### src/hdl/corr_defs.svh
`ifndef CORR_DEFS_SVH
`define CORR_DEFS_SVH

// ----------------------------------------------------------------------
// Array size
// ----------------------------------------------------------------------

// One real and one imaginary sign bit per antenna
`define CORR_ANTENNAS 24

// Antenna pairs handled in one pass, one per clock
`define CORR_SLOTS 12

// Slot address, RAM address and antenna index all share this width
`define CORR_SLOT_BITS 5

// ----------------------------------------------------------------------
// Datapath widths and latencies
// ----------------------------------------------------------------------

// Cosine and sine counts, wrap at all-ones
`define CORR_ACCUM 6

// Width of block_len, zero means 256 samples
`define CORR_BLOCK_BITS 8

// Read stage latency, then one more cycle in the correlate stage
`define CORR_RD_DELAY 1
`define CORR_RESULT_DELAY 2

`endif
### src/hdl/corr_pkg.sv
`default_nettype none

`include "corr_defs.svh"

package corr_pkg;

   // Sequencer waits for a strobe, then runs one pass over all slots
   typedef enum logic {
      SEQ_IDLE,
      SEQ_RUN
   } seq_state_t;

   typedef logic [`CORR_ANTENNAS-1:0] ant_t;
   typedef logic [`CORR_SLOT_BITS-1:0] slot_t;
   typedef logic [`CORR_ACCUM-1:0] accum_t;

   // Slot i sits at bits [10*i +: 10], antenna a low, antenna b high
   typedef logic [2*`CORR_SLOT_BITS*`CORR_SLOTS-1:0] pair_table_t;

   // Default pairing, slot 11 first
   localparam pair_table_t DEFAULT_PAIRS = {
      5'd23, 5'd20, 5'd18, 5'd17, 5'd16, 5'd15, 5'd14, 5'd13,
      5'd12, 5'd11, 5'd10, 5'd9,  5'd8,  5'd7,  5'd6,  5'd5,
      5'd4,  5'd3,  5'd2,  5'd1,  5'd2,  5'd0,  5'd1,  5'd0
   };

endpackage

`default_nettype wire

### src/hdl/correlator_top.sv
`timescale 1ns/100ps
`default_nettype none

`include "corr_defs.svh"

module correlator_top #(
   parameter corr_pkg::pair_table_t PAIRS = corr_pkg::DEFAULT_PAIRS
) (
   input  logic                        clk_x,
   input  logic                        reset,
   input  logic                        strobe,
   input  corr_pkg::ant_t              re,
   input  corr_pkg::ant_t              im,
   input  logic [`CORR_BLOCK_BITS-1:0] block_len,
   output logic                        res_valid,
   output corr_pkg::slot_t             res_slot,
   output corr_pkg::accum_t            res_cos,
   output corr_pkg::accum_t            res_sin,
   output logic                        overflow_cos,
   output logic                        overflow_sin
);

   import corr_pkg::*;

   logic en;
   logic sw;
   logic last;
   logic vld;
   slot_t rd;
   ant_t re_hold;
   ant_t im_hold;
   logic [`CORR_RESULT_DELAY-1:0] last_pipe;

   corr_sequencer u_corr_sequencer (
      .clk_x     (clk_x),
      .reset     (reset),
      .strobe    (strobe),
      .re        (re),
      .im        (im),
      .block_len (block_len),
      .en        (en),
      .rd        (rd),
      .sw        (sw),
      .last      (last),
      .re_hold   (re_hold),
      .im_hold   (im_hold)
   );

   correlator_sdp #(
      .PAIRS (PAIRS)
   ) u_correlator_sdp (
      .clk_x        (clk_x),
      .reset        (reset),
      .en           (en),
      .sw           (sw),
      .rd           (rd),
      .re           (re_hold),
      .im           (im_hold),
      .vld          (vld),
      .slot         (res_slot),
      .vis_cos      (res_cos),
      .vis_sin      (res_sin),
      .overflow_cos (overflow_cos),
      .overflow_sin (overflow_sin)
   );

   // ----------------------------------------------------------------------
   // Result qualification
   // ----------------------------------------------------------------------

   // last lines up with the counts coming out of the correlate stage
   always_ff @(posedge clk_x) begin
      if (reset) begin
         last_pipe <= '0;
      end else begin
         last_pipe <= {last_pipe[`CORR_RESULT_DELAY-2:0], last};
      end
   end

   // Only the final sample of a block shows its counts
   assign res_valid = vld & last_pipe[`CORR_RESULT_DELAY-1];

endmodule

`default_nettype wire

### src/hdl/correlator_sdp.sv
`timescale 1ns/100ps
`default_nettype none

`include "corr_defs.svh"

module correlator_sdp #(
   parameter corr_pkg::pair_table_t PAIRS = corr_pkg::DEFAULT_PAIRS
) (
   input  logic               clk_x,
   input  logic               reset,
   input  logic               en,
   input  logic               sw,
   input  corr_pkg::slot_t    rd,
   input  corr_pkg::ant_t     re,
   input  corr_pkg::ant_t     im,
   output logic               vld,
   output corr_pkg::slot_t    slot,
   output corr_pkg::accum_t   vis_cos,
   output corr_pkg::accum_t   vis_sin,
   output logic               overflow_cos,
   output logic               overflow_sin
);

   import corr_pkg::*;

   localparam int PAIR_BITS = 2 * `CORR_SLOT_BITS;

   // Read stage plus one correlate cycle must make up the write-back delay
   if (`CORR_RESULT_DELAY != `CORR_RD_DELAY + 1) begin : g_delay_check
      $error("correlator_sdp: result delay must be read delay plus one");
   end

   logic [PAIR_BITS-1:0] pair;
   logic [`CORR_SLOT_BITS-1:0] a_index;
   logic [`CORR_SLOT_BITS-1:0] b_index;
   logic go;
   logic ar;
   logic br;
   logic bi;
   accum_t rcos;
   accum_t rsin;
   accum_t dcos;
   accum_t dsin;
   slot_t rd_pipe [`CORR_RESULT_DELAY];

   // ----------------------------------------------------------------------
   // Pair lookup and bit selection
   // ----------------------------------------------------------------------

   assign pair    = PAIRS[rd*PAIR_BITS +: PAIR_BITS];
   assign a_index = pair[`CORR_SLOT_BITS-1:0];
   assign b_index = pair[PAIR_BITS-1:`CORR_SLOT_BITS];

   // ----------------------------------------------------------------------
   // Read stage
   // ----------------------------------------------------------------------

   always_ff @(posedge clk_x) begin
      if (reset) begin
         go <= 1'b0;
      end else begin
         go <= en;
      end
   end

   // Bank switch feeds zero, so the block starts fresh
   always_ff @(posedge clk_x) begin
      ar   <= re[a_index];
      br   <= re[b_index];
      bi   <= im[b_index];
      dcos <= sw ? '0 : rcos;
      dsin <= sw ? '0 : rsin;
   end

   // Slot address follows its data down the pipe to the write port
   always_ff @(posedge clk_x) begin
      rd_pipe[0] <= rd;
      for (int i = 1; i < `CORR_RESULT_DELAY; i++) begin
         rd_pipe[i] <= rd_pipe[i-1];
      end
   end

   assign slot = rd_pipe[`CORR_RESULT_DELAY-1];

   // ----------------------------------------------------------------------
   // Correlate stage and accumulator memories
   // ----------------------------------------------------------------------

   correlate_cos_sin u_correlate_cos_sin (
      .clk_x        (clk_x),
      .reset        (reset),
      .en           (go),
      .ar           (ar),
      .br           (br),
      .bi           (bi),
      .dcos         (dcos),
      .dsin         (dsin),
      .valid        (vld),
      .qcos         (vis_cos),
      .qsin         (vis_sin),
      .overflow_cos (overflow_cos),
      .overflow_sin (overflow_sin)
   );

   accum_ram_sdp u_ram_cos (
      .clk_x (clk_x),
      .we    (vld),
      .waddr (slot),
      .wdata (vis_cos),
      .raddr (rd),
      .rdata (rcos)
   );

   accum_ram_sdp u_ram_sin (
      .clk_x (clk_x),
      .we    (vld),
      .waddr (slot),
      .wdata (vis_sin),
      .raddr (rd),
      .rdata (rsin)
   );

endmodule

`default_nettype wire

### src/hdl/correlate_cos_sin.sv
`timescale 1ns/100ps
`default_nettype none

`include "corr_defs.svh"

module correlate_cos_sin (
   input  logic               clk_x,
   input  logic               reset,
   input  logic               en,
   input  logic               ar,
   input  logic               br,
   input  logic               bi,
   input  corr_pkg::accum_t   dcos,
   input  corr_pkg::accum_t   dsin,
   output logic               valid,
   output corr_pkg::accum_t   qcos,
   output corr_pkg::accum_t   qsin,
   output logic               overflow_cos,
   output logic               overflow_sin
);

   import corr_pkg::*;

   localparam logic [`CORR_ACCUM:0] SUM_ZERO = '0;

   logic cos_inc;
   logic sin_inc;
   logic [`CORR_ACCUM:0] cos_sum;
   logic [`CORR_ACCUM:0] sin_sum;

   // ----------------------------------------------------------------------
   // Agreement of sign bits
   // ----------------------------------------------------------------------

   // Real of a against real of b
   assign cos_inc = ~(ar ^ br);

   // Real of a against imaginary of b
   assign sin_inc = ~(ar ^ bi);

   // One extra bit catches the carry out of the all-ones value
   assign cos_sum = {1'b0, dcos} + (SUM_ZERO | cos_inc);
   assign sin_sum = {1'b0, dsin} + (SUM_ZERO | sin_inc);

   // ----------------------------------------------------------------------
   // Result and flag registers
   // ----------------------------------------------------------------------

   always_ff @(posedge clk_x) begin
      if (reset) begin
         valid        <= 1'b0;
         overflow_cos <= 1'b0;
         overflow_sin <= 1'b0;
      end else begin
         valid <= en;
         // Sticky, only reset brings them down again
         if (en && cos_sum[`CORR_ACCUM]) begin
            overflow_cos <= 1'b1;
         end
         if (en && sin_sum[`CORR_ACCUM]) begin
            overflow_sin <= 1'b1;
         end
      end
   end

   // Wrapped counts, written back to RAM with valid
   always_ff @(posedge clk_x) begin
      if (en) begin
         qcos <= cos_sum[`CORR_ACCUM-1:0];
         qsin <= sin_sum[`CORR_ACCUM-1:0];
      end
   end

endmodule

`default_nettype wire

### src/hdl/accum_ram_sdp.sv
`timescale 1ns/100ps
`default_nettype none

`include "corr_defs.svh"

module accum_ram_sdp (
   input  logic               clk_x,
   input  logic               we,
   input  corr_pkg::slot_t    waddr,
   input  corr_pkg::accum_t   wdata,
   input  corr_pkg::slot_t    raddr,
   output corr_pkg::accum_t   rdata
);

   import corr_pkg::*;

   // Full address space, only the first 12 entries carry counts
   localparam int DEPTH = 1 << `CORR_SLOT_BITS;

   // ----------------------------------------------------------------------
   // Distributed RAM, one write port and one read port
   // ----------------------------------------------------------------------

   accum_t mem [DEPTH];

   // Write-back from the correlate stage
   always_ff @(posedge clk_x) begin
      if (we) begin
         mem[waddr] <= wdata;
      end
   end

   // Asynchronous read, registered by the read stage outside
   assign rdata = mem[raddr];

endmodule

`default_nettype wire

### src/hdl/corr_sequencer.sv
`timescale 1ns/100ps
`default_nettype none

`include "corr_defs.svh"

module corr_sequencer (
   input  logic                        clk_x,
   input  logic                        reset,
   input  logic                        strobe,
   input  corr_pkg::ant_t              re,
   input  corr_pkg::ant_t              im,
   input  logic [`CORR_BLOCK_BITS-1:0] block_len,
   output logic                        en,
   output corr_pkg::slot_t             rd,
   output logic                        sw,
   output logic                        last,
   output corr_pkg::ant_t              re_hold,
   output corr_pkg::ant_t              im_hold
);

   import corr_pkg::*;

   localparam slot_t SLOT_LAST = slot_t'(`CORR_SLOTS - 1);
   localparam slot_t SLOT_STEP = slot_t'(1);
   localparam logic [`CORR_BLOCK_BITS-1:0] BLK_ONE = 1;

   seq_state_t state;
   logic [`CORR_BLOCK_BITS-1:0] sample_cnt;
   logic [`CORR_BLOCK_BITS-1:0] last_index;
   logic accept;
   logic pass_done;
   logic is_last;

   // ----------------------------------------------------------------------
   // Strobe qualification
   // ----------------------------------------------------------------------

   // Strobes that land during a pass are simply lost
   assign accept = (state == SEQ_IDLE) && strobe;

   // Index of the final sample; block_len of 0 wraps to 255, i.e. 256 samples
   assign last_index = block_len - BLK_ONE;
   assign is_last    = (sample_cnt == last_index);

   // Slot 11 is the final cycle of the pass
   assign pass_done = (rd == SLOT_LAST);

   // ----------------------------------------------------------------------
   // Pass control
   // ----------------------------------------------------------------------

   always_ff @(posedge clk_x) begin
      if (reset) begin
         state      <= SEQ_IDLE;
         en         <= 1'b0;
         rd         <= '0;
         sw         <= 1'b0;
         last       <= 1'b0;
         sample_cnt <= '0;
      end else begin
         case (state)
            SEQ_IDLE: begin
               if (strobe) begin
                  state <= SEQ_RUN;
                  en    <= 1'b1;
                  rd    <= '0;
                  // First sample of a block clears the accumulators
                  sw    <= (sample_cnt == '0);
                  last  <= is_last;
                  // Sample position within the block
                  if (is_last) begin
                     sample_cnt <= '0;
                  end else begin
                     sample_cnt <= sample_cnt + BLK_ONE;
                  end
               end
            end
            SEQ_RUN: begin
               if (pass_done) begin
                  state <= SEQ_IDLE;
                  en    <= 1'b0;
                  sw    <= 1'b0;
                  last  <= 1'b0;
               end else begin
                  rd <= rd + SLOT_STEP;
               end
            end
            default: begin
               state <= SEQ_IDLE;
               en    <= 1'b0;
            end
         endcase
      end
   end

   // Antenna bits held steady for the whole pass
   always_ff @(posedge clk_x) begin
      if (accept) begin
         re_hold <= re;
         im_hold <= im;
      end
   end

endmodule

`default_nettype wire

### config.mk
export PLATFORM = sky130hd
export DESIGN_NAME = correlator_top
export DESIGN_NICKNAME = d
export VERILOG_FILES = /design/src/hdl/corr_pkg.sv /design/src/hdl/correlator_top.sv /design/src/hdl/correlator_sdp.sv /design/src/hdl/correlate_cos_sin.sv /design/src/hdl/accum_ram_sdp.sv /design/src/hdl/corr_sequencer.sv
export VERILOG_INCLUDE_DIRS = /design/src /design/src/hdl
export SDC_FILE = /design/constraint.sdc
export NUM_CORES = 1
export LEC_CHECK = 0
export BUFFER_PORTS_ARGS = -buffer_cell sky130_fd_sc_hd__buf_2
export CAP_MARGIN = 10
export CORE_MARGIN = 10
export CORE_UTILIZATION = 45
export DETAILED_ROUTE_END_ITERATION = 6
export HOLD_SLACK_MARGIN = 0.05
export PLACE_DENSITY = 0.66
export SYNTH_ARGS = -nofsm -noshare
export SYNTH_HDL_FRONTEND = slang
export SYNTH_SLANG_ARGS = --single-unit
### constraint.sdc
create_clock -name clk_x -period 3.45 [get_ports clk_x]
set_input_delay 0.8625 -clock clk_x [delete_from_list [all_inputs] [get_ports clk_x]]
set_output_delay 0.8625 -clock clk_x [all_outputs]
set_load 0.01 [all_outputs]
==> results by group, run 1 <==
Flow run
  – MaxCap Viol Count: 0

Synth
  – Post-Syn Nets: 1104
  – Synth area leaders: edfxtp_1, mux4_2, dfxtp_1
  – Adder-cell share of the synthesized area: 0.959%
  – Most used DFF post-synth: edfxtp_1
  – Most instantiated library cell after synthesis: edfxtp_1
  – Count of cell types in the netlist: 60
  – Largest family of logic cells by synthesized area: multiplexers
  – Post-Syn Area: 0.0196 mm²
  – Yosys warns: 0
  – EDFF count, synth: 444
  – Asr flop ratio synth: 0%
  – Mux share of post-synthesis cell area: 15.9%
  – Yosys reg bits: 492
  – Share of the synthesized area in the top cell type: 68.1%
  – Synth top cells by count: edfxtp_1, mux4_2, nor2_1, mux2i_1, dfxtp_1
  – Xor and xnor area share after synthesis: 1.25%
  – Sequential share of the synthesized area: 73.1%
  – Synth Instances: 1030
  – Compound-gate portion of the synthesized area: 2.72%
  – Area leader, netlist: edfxtp_1
  – Simple-gate portion of the synthesized area: 4.57%
  – Mapped Avg Cell Area: 19.0 µm²

Worst setup path
  – Data required, critical path: 2.59 ns
  – Worst Setup Path Type: reg -> out
  – Startpoint types: flip-flop
  – Max incr delay on CP: 1.15 ns
  – CP bufs+invs: 1
  – Crit-path slowest cell: edfxtp_1
  – Arr. time, crit path: 2.02 ns
  – Crit-path cells: buf_2
  – CP Max Fanout: 33
  – CP top delay family: flip-flops
  – CP endpoint kind: output port

Timing
  – Tcrit/Tclk final: 83.5%
  – Hold slack final: 0.329 ns
  – Slew HR: 20.0%
  – Count of final hold-check violations: 0
  – Fin. max-slew vios: 0
  – Worst-Margin Slew: 1.20 ns
  – Clock Skew: 0.0174 ns
  – TNS Setup: 0 ns
  – RSZ-0062 raised after global routing: false
  – Tmin final: 2.88 ns
  – # setup viols final: 0
  – Max Clk Rate: 347 MHz

Power and ir drop
  – Worst VDD drop: 0.300 mV
  – Leakage power: 7.26 nW
  – Pwr per Cell Area: 556 mW/mm²

GRT
  – Total gr overflow: 0
  – Total GRT Usage: 16.9%
  – Largest net degree at the start of global routing: 92
  – Initial antenna violation count: 0
  – Number of global-route vias before repair: 10300
  – First-pass GRT wire length: 66800 µm

Clocking
  – Clk slew on worst S/H paths: 0.06 ns
  – # hold bufs at CTS: 0
  – Post-CTS Setup Inserts: 0
  – CTS H-tree lvls: 2
  – TritonCTS buffer count: 49
  – Later-pin clock latency in the skew report: 0.58 ns
  – CTS Sinks: 492
  – Root Buffer: clkbuf_16
  – CTS resizes: 0
  – CTS tree: yes
  – CTS Buffer Depth: 3

Outcome
  – Status: complete, no violations

Floorplan
  – Row count: 76
  – Die X: 229 µm
  – Die Ht: 229 µm
  – Ports: 79
  – Die area: 0.0522 mm²
  – Initial core utilization: 45.4%
  – Core Footprint: 0.0431 mm²

Routing
  – Drc violations: 0
  – Post-DRT Antenna Nets: 0
  – Via count: 10100
  – Routed WL: 44200 µm
  – DR WL/cell: 24.7 µm
  – Drt initial violations: 1053
  – DR vias/cell: 5.66
  – TritonRoute pass-1 iters: 5

Placed design
  – Port Buf Inserts: 78
  – Final GP Congestion: 0.844
  – Final HPWL DP: 27300 µm

Min path
  – Class of the worst hold path: reg -> reg

Final layout
  – Proportion of layout cells with a drive suffix above 1: 27.7%
  – P&R area growth vs syn: 15.0%
  – Filler Cell Count: 3395
  – Fin nets: 1239
## stage by stage
stage	instance area, µm²	std cells	setup WS, ns	power (mW)	util [%]
floorplan	19600	1030	0.282	7.14	-
global placement	20900	1698	0.788	7.37	48.5
detailed placement	20900	1698	0.707	7.38	48.5
CTS	22500	1788	0.489	12.6	52.1
global route	22500	1789	0.439	12.9	52.2
finish	22500	1790	0.568	12.5	52.2
## state kept, by name (all words and copies together) (netlist names), 2 cells and up
signal,flops
u_correlator_sdp.rd_pipe,10
u_corr_sequencer.sample_cnt,8
u_corr_sequencer.rd,5
u_correlator_sdp.u_correlate_cos_sin.qcos,6
u_correlator_sdp.u_correlate_cos_sin.qsin,6
u_correlator_sdp.u_ram_sin.mem,192
u_corr_sequencer.re_hold,24
u_correlator_sdp.u_ram_cos.mem,192
u_correlator_sdp.dsin,6
u_corr_sequencer.im_hold,24
last_pipe,2
u_correlator_sdp.dcos,6
## cell usage in the layout (no fill, tap or decap), types with 5 or more instances in the layout
cell / n
edfxtp_1: 444
mux4_2: 110
buf_2: 78
nor2_1: 77
mux2i_1: 53
clkbuf_16: 51
buf_4: 51
dfxtp_1: 44
nand2_1: 30
nand3_1: 20
a21oi_1: 18
xnor2_1: 17
ha_1: 15
clkbuf_1: 12
xor2_1: 11
nor3_1: 11
nor2b_1: 11
clkinv_1: 11
o22ai_1: 9
clkinv_2: 9
inv_1: 8
mux2_2: 8
nand2b_1: 6
nand3b_1: 6
o21ai_0: 6
bufinv_16: 5
## kinds of logic (layout without fill, tap and decap cells)
family | Yosys count | after routing
AND/OR/NAND/NOR | 187 | 187
buffers and inverters | 60 | 234
flip-flops | 492 | 492
adder cells (fa/ha/maj) | 15 | 15
multiplexers | 172 | 172
other | 0 | 1
AO/OA/AOI/OAI | 76 | 76
XOR/XNOR | 28 | 28
## power breakdown
| group | switching, mW | internal, mW | total (mW) |
|---|---|---|---|
| combinational | 0.337 | 0.269 | 0.606 |
| clock | 2.16 | 3.07 | 5.24 |
| sequential | 0.0778 | 6.58 | 6.66 |
## final cells by class
cell class | count | area (µm²) | share of cell area (%)
clock buffer | 63 | 1320 | 5.87
antenna | 1 | 2.50 | 0.0111
inverter | 11 | 41.3 | 0.184
multi-input combinational | 478 | 4970 | 22.1
sequential | 492 | 14300 | 63.6
timing repair buffer | 133 | 861 | 3.83
clock inverter | 27 | 259 | 1.15
tap | 585 | 732 | 3.25
## path summary, 6_finish.rpt
path,startpoint,to,slack (ns),depth (start not counted)
hold / removal,u_correlator_sdp.rd_pipe[0][1],u_correlator_sdp.rd_pipe[0][6],0.33,0
setup reg to reg,u_corr_sequencer.rd[0],u_correlator_sdp.bi,0.91,9
hold reg to reg,u_correlator_sdp.rd_pipe[0][1],u_correlator_sdp.rd_pipe[0][6],0.33,0
setup / recovery,u_correlator_sdp.u_correlate_cos_sin.qcos[1],res_cos[1],0.57,1
## metal layers
| metal | GRT usage, % | wire length [µm] | vias to the layer above | share of wire (%) |
|---|---|---|---|---|
| met5 | 0 | 0 | - | 0 |
| met4 | 5.31 | 976 | 0 | 2.2 |
| met3 | 3.46 | 3300 | 62 | 7.5 |
| met2 | 26.1 | 20500 | 379 | 46 |
| met1 | 23.7 | 19400 | 5258 | 44 |
| li1 | - | - | 4429 | - |
No activity file was read; power rests on OpenSTA's default activity.
==> inputs of run 2 (changes only) <==
Settings changed: ABC_AREA set to 1, PLACE_DENSITY 0.66 to 0.68.
Clock period 3.45 ns to 2.63 ns, I/O delays scaled along.
==> results by group, run 2 <==
Floorplan
  – Initial core utilization: 45.7% (+0.25 points)
  – Ports: 79 (unchanged)
  – Core Footprint: 0.0444 mm² (+3.1%)
  – Die X: 232 µm (+1.7%)
  – Row count: 77 (+1.3%)
  – Die area: 0.0540 mm² (+3.4%)
  – Die Ht: 232 µm (+1.7%)

Final layout
  – Ant diodes: 0 (-1)
  – Multi-input combinational cell area: 0.00511 mm² (+2.7%)
  – Filler Cell Count: 3745 (+10%)
  – Most frequent cells in the layout: edfxtp_1, nor2_1, nand2_1, o21ai_0, nand3_1
  – Fin nets: 1917 (+55%)
  – Proportion of layout cells with a drive suffix above 1: 13.4% (-14 points)
  – Largest registers: u_correlator_sdp.u_ram_cos.mem x192, u_correlator_sdp.u_ram_sin.mem x192
  – Design area: 0.0231 mm² (+2.7%)
  – P&R area growth vs syn: 13.8%
  – Commonest non-fill, non-tap cell in the layout: edfxtp_1
  – Register Area: 0.0143 mm² (about the same)

Synth
  – EDFF count, synth: 444 (unchanged)
  – Synth area leaders: edfxtp_1, nor2_1, dfxtp_1
  – Yosys warns: 0 (unchanged)
  – Area leader, netlist: edfxtp_1
  – Post-Syn Nets: 1798 (+63%)
  – Post-Syn Area: 0.0203 mm² (+3.7%)
  – Share of the synthesized area in the top cell type: 65.7% (-2.4 points)
  – Synth Instances: 1724 (+67%)
  – Most instantiated library cell after synthesis: edfxtp_1
  – Asr flop ratio synth: 0% (unchanged)
  – Synth top cells by count: edfxtp_1, nor2_1, nand2_1, o21ai_0, nand3_1
  – Count of cell types in the netlist: 42 (-30%)
  – Mapped Avg Cell Area: 11.8 µm² (-38%)
  – Sequential share of the synthesized area: 70.5% (-2.6 points)
  – Yosys reg bits: 492 (unchanged)
  – Most used DFF post-synth: edfxtp_1

GRT
  – Largest net degree at the start of global routing: 59 (-36%)
  – Number of global-route vias before repair: 13400 (+30%)
  – Initial antenna violation count: 2 (+2)
  – Total GRT Usage: 19.6% (+2.7 points)
  – M1 GR Usage: 26.4% (+2.7 points)
  – Most Crowded Layer GR: met2
  – GRT met3 Usage: 3.18% (-0.29 points)
  – First-pass GRT wire length: 81000 µm (+21%)
  – Total gr overflow: 0 (unchanged)
  – Met2 Track Usage GR: 31.1% (+4.9 points)

Min path
  – Class of the worst hold path: in -> reg

Routing
  – Post-DRT Antenna Nets: 0 (unchanged)
  – DR vias/cell: 5.62 (-0.69%)
  – DR WL/cell: 21.6 µm (-12%)
  – Routed WL: 53500 µm (+21%)
  – Drc violations: 0 (unchanged)
  – Via count: 13900 (+37%)
  – TritonRoute pass-1 iters: 5 (unchanged)
  – Drt initial violations: 1690 (+60%)

Worst setup path
  – Crit-path cells: inv_4 > buf_4 > buf_4 > nor2_1 > o22ai_1 > nand2_1 > nand3_1 > a31oi_1 > nor2_1
  – Worst Setup Path Type: reg -> reg
  – Arr. time, crit path: 2.81 ns (+0.79 ns)
  – Data required, critical path: 3.10 ns (+0.51 ns)
  – Max incr delay on CP: 0.54 ns (-0.61 ns)
  – R2R Setup Slk: 0.28 ns (-0.63 ns)
  – Startpoint types: flip-flop
  – CP bufs+invs: 3 (+2)
  – Crit-path slowest cell: a31oi_1
  – CP endpoint kind: flip-flop
  – CP Max Fanout: 34 (+3.0%)
  – CP top delay family: buffers and inverters

Timing
  – Tmin final: 2.35 ns
  – Max Clk Rate: 426 MHz
  – # setup viols final: 0 (unchanged)
  – Worst-Margin Slew: 0.799 ns (-0.402 ns)
  – RSZ-0062 raised after global routing: false
  – Tcrit/Tclk final: 89.2%
  – Count of final hold-check violations: 0 (unchanged)
  – Fin. max-slew vios: 0 (unchanged)
  – Slew HR: 46.7% (+27 points)
  – Clock Skew: 0.0174 ns (+0.00000420 ns)
  – TNS Setup: 0 ns (unchanged)

Clocking
  – CTS Buffer Depth: 3 (unchanged)
  – Clk slew on worst S/H paths: 0.06 ns (about the same)
  – CTS resizes: 0 (unchanged)
  – CTS Sinks: 492 (unchanged)
  – Root Buffer: clkbuf_16
  – CTS tree: yes
  – TritonCTS buffer count: 48 (-2.0%)
  – CTS H-tree lvls: 2 (unchanged)
  – # hold bufs at CTS: 0 (unchanged)
  – Post-CTS Setup Inserts: 0 (unchanged)
  – Later-pin clock latency in the skew report: 0.60 ns (+0.02 ns)

Outcome
  – Status: complete, no violations

Power and ir drop
  – Net switching power: 3.86 mW (+50%)
  – Clock Power Share: 39.9% (-2.0 points)
  – Pwr per Cell Area: 723 mW/mm² (+30%)
  – Switching Fraction: 23.2% (+2.5 points)
  – Leakage power: 8.25 nW (+14%)
  – Internal power: 12.8 mW (+29%)
  – Worst VDD drop: 0.687 mV (+130%)
  – Sequential power share: 52.7% (-0.5 points)
  – Logic pwr share: 7.5% (+2.7 points)

Placed design
  – Port Buf Inserts: 78 (unchanged)
  – Final GP Congestion: 0.897 (+6.3%)
  – Post-DP Area: 0.0216 mm² (+3.4%)
  – Final HPWL DP: 34000 µm (+25%)

Flow run
  – MaxCap Viol Count: 0 (unchanged)
## run 2: kinds of logic after synthesis
logic type / share of synthesized area, %
AOI/OAI and AO/OA: 9.38
DFF: 70.5
xor gates and xnor gates: 1.08
muxes: 0.197
adders and majority gates: 0.925
buffers and inverters: 4.35
and+or+nand+nor: 13.6
## run 2: layer usage
| metal | wire (µm) | part of all wire, % |
|---|---|---|
| met1 | 21600 | 40 |
| met4 | 1670 | 3.1 |
| met3 | 4470 | 8.3 |
| met2 | 25700 | 48 |
| met5 | 0 | 0 |
## run 2: stage by stage
step | hold WS [ns] | total power [mW] | setup WS, ns | utilization (%) | instances
after global routing | 0.207 | 17.2 | 0.119 | 52.0 | 2474
after floorplan | 0.310 | 9.71 | 0.438 | - | 1724
final | 0.228 | 16.7 | 0.284 | 52.0 | 2474
after global placement | 0.310 | 10.2 | 0.397 | 48.6 | 2385
after CTS | 0.200 | 16.8 | 0.358 | 52.0 | 2474
after detailed placement | 0.313 | 10.2 | 0.362 | 48.6 | 2385
## run 2: worst register-to-register path, delay by kind of cell (launching register included)
| family | cells | cell delay, ns |
|---|---|---|
| flip-flops | 1 | 0.48 |
| AND/OR/NAND/NOR | 4 | 0.43 |
| buffers and inverters | 3 | 0.67 |
| AO/OA/AOI/OAI | 2 | 0.64 |
## run 2: power groups by stage
stage / logic, mW / clock network, mW / registers [mW]
5_1_grt: 1.37 / 7.06 / 8.80
3_3_place_gp: 1.21 / 0 / 8.95
4_1_cts: 1.24 / 6.77 / 8.79
6_report: 1.24 / 6.65 / 8.79
2_1_floorplan: 0.750 / 0 / 8.96
3_5_place_dp: 1.23 / 0 / 8.95
## run 2: path summary, 6_finish.rpt
path | start | endpoint | cells past startpoint
max | u_corr_sequencer.rd[0] | u_correlator_sdp.dcos[1] | 9
min | re[19] | u_corr_sequencer.re_hold[19] | 1
max reg2reg | u_corr_sequencer.rd[0] | u_correlator_sdp.dcos[1] | 9
min reg2reg | u_correlator_sdp.rd_pipe[0][3] | u_correlator_sdp.rd_pipe[0][8] | 0
## run 2: area by class of cell
class	count	area share, %
Clock buffer	71	5.66
Clock inverter	18	0.840
Inverter	92	1.52
Multi-Input combinational cell	1046	22.1
Sequential cell	492	61.9
Tap cell	592	3.21
Timing Repair Buffer	163	4.72
==> inputs of run 3 (changes only) <==
Settings changed: ABC_AREA 1 to 0, PLACE_DENSITY 0.68 to 0.69.
==> results by group, run 3 (synthesized netlist as in run 1, its figures left out) <==
Clocking
  – CTS tree: yes
  – Post-CTS Setup Inserts: 0 (unchanged)
  – CTS Buffer Depth: 3 (unchanged)
  – Later-pin clock latency in the skew report: 0.57 ns (-0.03 ns)
  – CTS Sinks: 492 (unchanged)
  – Clk slew on worst S/H paths: 0.07 ns (about the same)
  – CTS resizes: 0 (unchanged)
  – CTS H-tree lvls: 2 (unchanged)
  – # hold bufs at CTS: 0 (unchanged)
  – Root Buffer: clkbuf_16
  – TritonCTS buffer count: 48 (unchanged)

Timing
  – Worst-Margin Slew: 0.872 ns (+0.0735 ns)
  – Hold slack final: 0.269 ns (+0.0412 ns)
  – Slew HR: 41.8% (-4.9 points)
  – Tmin final: 2.48 ns (+0.135 ns)
  – TNS Setup: 0 ns (unchanged)
  – Count of final hold-check violations: 0 (unchanged)
  – Clock Skew: 0.0178 ns (+0.000446 ns)
  – Fin. max-slew vios: 0 (unchanged)
  – # setup viols final: 0 (unchanged)
  – Tcrit/Tclk final: 94.3% (+5.1 points)
  – Max Clk Rate: 403 MHz (-5.4%)
  – RSZ-0062 raised after global routing: false

Routing
  – Post-DRT Antenna Nets: 0 (unchanged)
  – Drc violations: 0 (unchanged)
  – DR vias/cell: 5.75 (+2.3%)
  – TritonRoute pass-1 iters: 5 (unchanged)
  – Routed WL: 46000 µm (-14%)
  – Via count: 10400 (-25%)
  – Drt initial violations: 1024 (-39%)
  – DR WL/cell: 25.4 µm (+17%)

Power and ir drop
  – Total power: 16.1 mW (-3.7%)
  – Pwr per Cell Area: 709 mW/mm² (-1.9%)
  – Clock Power Share: 40.6% (+0.7 points)
  – Leakage power: 7.37 nW (-11%)
  – Switching Fraction: 21.0% (-2.2 points)
  – Sequential power share: 54.3% (+1.6 points)
  – Internal power: 12.7 mW (-1.0%)
  – Logic pwr share: 5.2% (-2.3 points)
  – Worst VDD drop: 0.427 mV (-38%)
  – Net switching power: 3.37 mW (-13%)

Worst setup path
  – Register-to-Register Path Depth: 7 (-2)
  – Data required, critical path: 3.05 ns (-0.05 ns)
  – CP top delay family: multiplexers
  – Arr. time, crit path: 2.90 ns (+0.09 ns)
  – Crit-path cells: buf_12 > buf_12 > buf_12 > mux4_2 > mux4_2 > mux2i_1 > nor2_1
  – Startpoint types: flip-flop
  – CP endpoint kind: flip-flop
  – CP Max Fanout: 25 (-26%)
  – RR Startpoint: u_corr_sequencer.rd[0]
  – CP bufs+invs: 3 (unchanged)
  – Cell mode on critical path: buf_12
  – R2R Setup Slk: 0.15 ns (-0.13 ns)
  – Crit-path slowest cell: mux4_2
  – FF-to-FF End: u_correlator_sdp.dsin[2]
  – Max incr delay on CP: 0.54 ns (about the same)
  – Worst Setup Path Type: reg -> reg

Final layout
  – Proportion of layout cells with a drive suffix above 1: 29.5% (+16 points)
  – Fin nets: 1269 (-34%)
  – Most frequent cells in the layout: edfxtp_1, mux4_2, buf_2, buf_4, nor2_1
  – Largest registers: u_correlator_sdp.u_ram_cos.mem x192, u_correlator_sdp.u_ram_sin.mem x192
  – Commonest non-fill, non-tap cell in the layout: edfxtp_1
  – Ant diodes: 0 (unchanged)
  – P&R area growth vs syn: 15.8%

GRT
  – Number of global-route vias before repair: 10500 (-22%)
  – Total gr overflow: 0 (unchanged)
  – Largest net degree at the start of global routing: 57 (-3.4%)
  – Initial antenna violation count: 1 (-1)
  – Total GRT Usage: 17.4% (-2.1 points)
  – First-pass GRT wire length: 68800 µm (-15%)

Flow run
  – MaxCap Viol Count: 0 (unchanged)

Min path
  – Class of the worst hold path: in -> reg
  – HP Start: re[3]
  – Hold path endpoint: u_corr_sequencer.re_hold[3]
  – Worst hold path depth: 1 (unchanged)

Placed design
  – Final GP Congestion: 0.814 (-9.3%)
  – Port Buf Inserts: 78 (unchanged)
  – Final HPWL DP: 29200 µm (-14%)

Floorplan
  – Initial core utilization: 45.4% (-0.25 points)
  – Die area: 0.0522 mm² (-3.2%)
  – Die X: 229 µm (-1.6%)
  – Die Ht: 229 µm (-1.6%)
  – Core Footprint: 0.0431 mm² (-3.0%)
  – Ports: 79 (unchanged)
  – Row count: 76 (-1.3%)

Outcome
  – Status: complete, no violations
[run 3: changes by cell type in the layout (fill, tap and decap cells not counted), sizes merged, moves of 9 or more]
cell,previous run,this run
or2,12,1
xnor2,6,17
o21ai,206,9
nand3,125,20
nor2,292,78
o22ai,61,9
inv,93,11
mux2,0,9
mux4,0,110
mux2i,4,53
nor2b,0,11
nand2,205,30
o211ai,26,4
[run 3: metrics by stage]
stage | area, µm² | instances | util, % | setup WS, ns
floorplan | 19600 | 1030 | - | 0.0514
global placement | 21200 | 1730 | 49.2 | 0.0913
detailed placement | 21200 | 1730 | 49.2 | 0.0718
CTS | 22700 | 1815 | 52.6 | 0.0965
global route | 22700 | 1815 | 52.6 | 0.0418
finish | 22700 | 1815 | 52.6 | 0.149
[run 3: worst max path at each step]
| stage | start | end | slack, ns | depth (start not counted) |
|---|---|---|---|---|
| after floorplan | u_corr_sequencer.rd[0] | u_correlator_sdp.ar | 0.05 | 11 |
| after global placement | block_len[0] | u_corr_sequencer.sample_cnt[2] | 0.09 | 10 |
| after detailed placement | block_len[0] | u_corr_sequencer.sample_cnt[6] | 0.07 | 10 |
| after CTS | u_corr_sequencer.rd[0] | u_correlator_sdp.dsin[2] | 0.1 | 7 |
| after global routing | u_corr_sequencer.rd[0] | u_correlator_sdp.dsin[2] | 0.04 | 7 |
| final | u_corr_sequencer.rd[0] | u_correlator_sdp.dsin[2] | 0.15 | 7 |
[run 3: layout make-up]
type	count	area, µm²
clock buffers	63	1270
clock inverters	22	205
fillers	3360	20400
inverters	11	43.8
multi-input cells	478	4970
flip-flops and latches	492	14300
well taps	585	732
repair buffers	164	1140
[run 3: routing by layer]
metal | GRT usage (%) | up-vias | wire length (µm)
met3 | 4.42 | 77 | 4130
met1 | 23.8 | 5392 | 19200
met5 | 0 | - | 13
li1 | - | 4479 | -
met4 | 5.10 | 2 | 1060
met2 | 27.2 | 485 | 21600
[run 3: power by group through the flow]
stage	registers (mW)	logic, mW	clock network [mW]
after CTS	8.72	0.834	6.64
after detailed placement	8.88	0.829	0
after floorplan	8.89	0.485	0
after global routing	8.73	0.897	6.94
after global placement	8.88	0.813	0
final	8.72	0.828	6.52
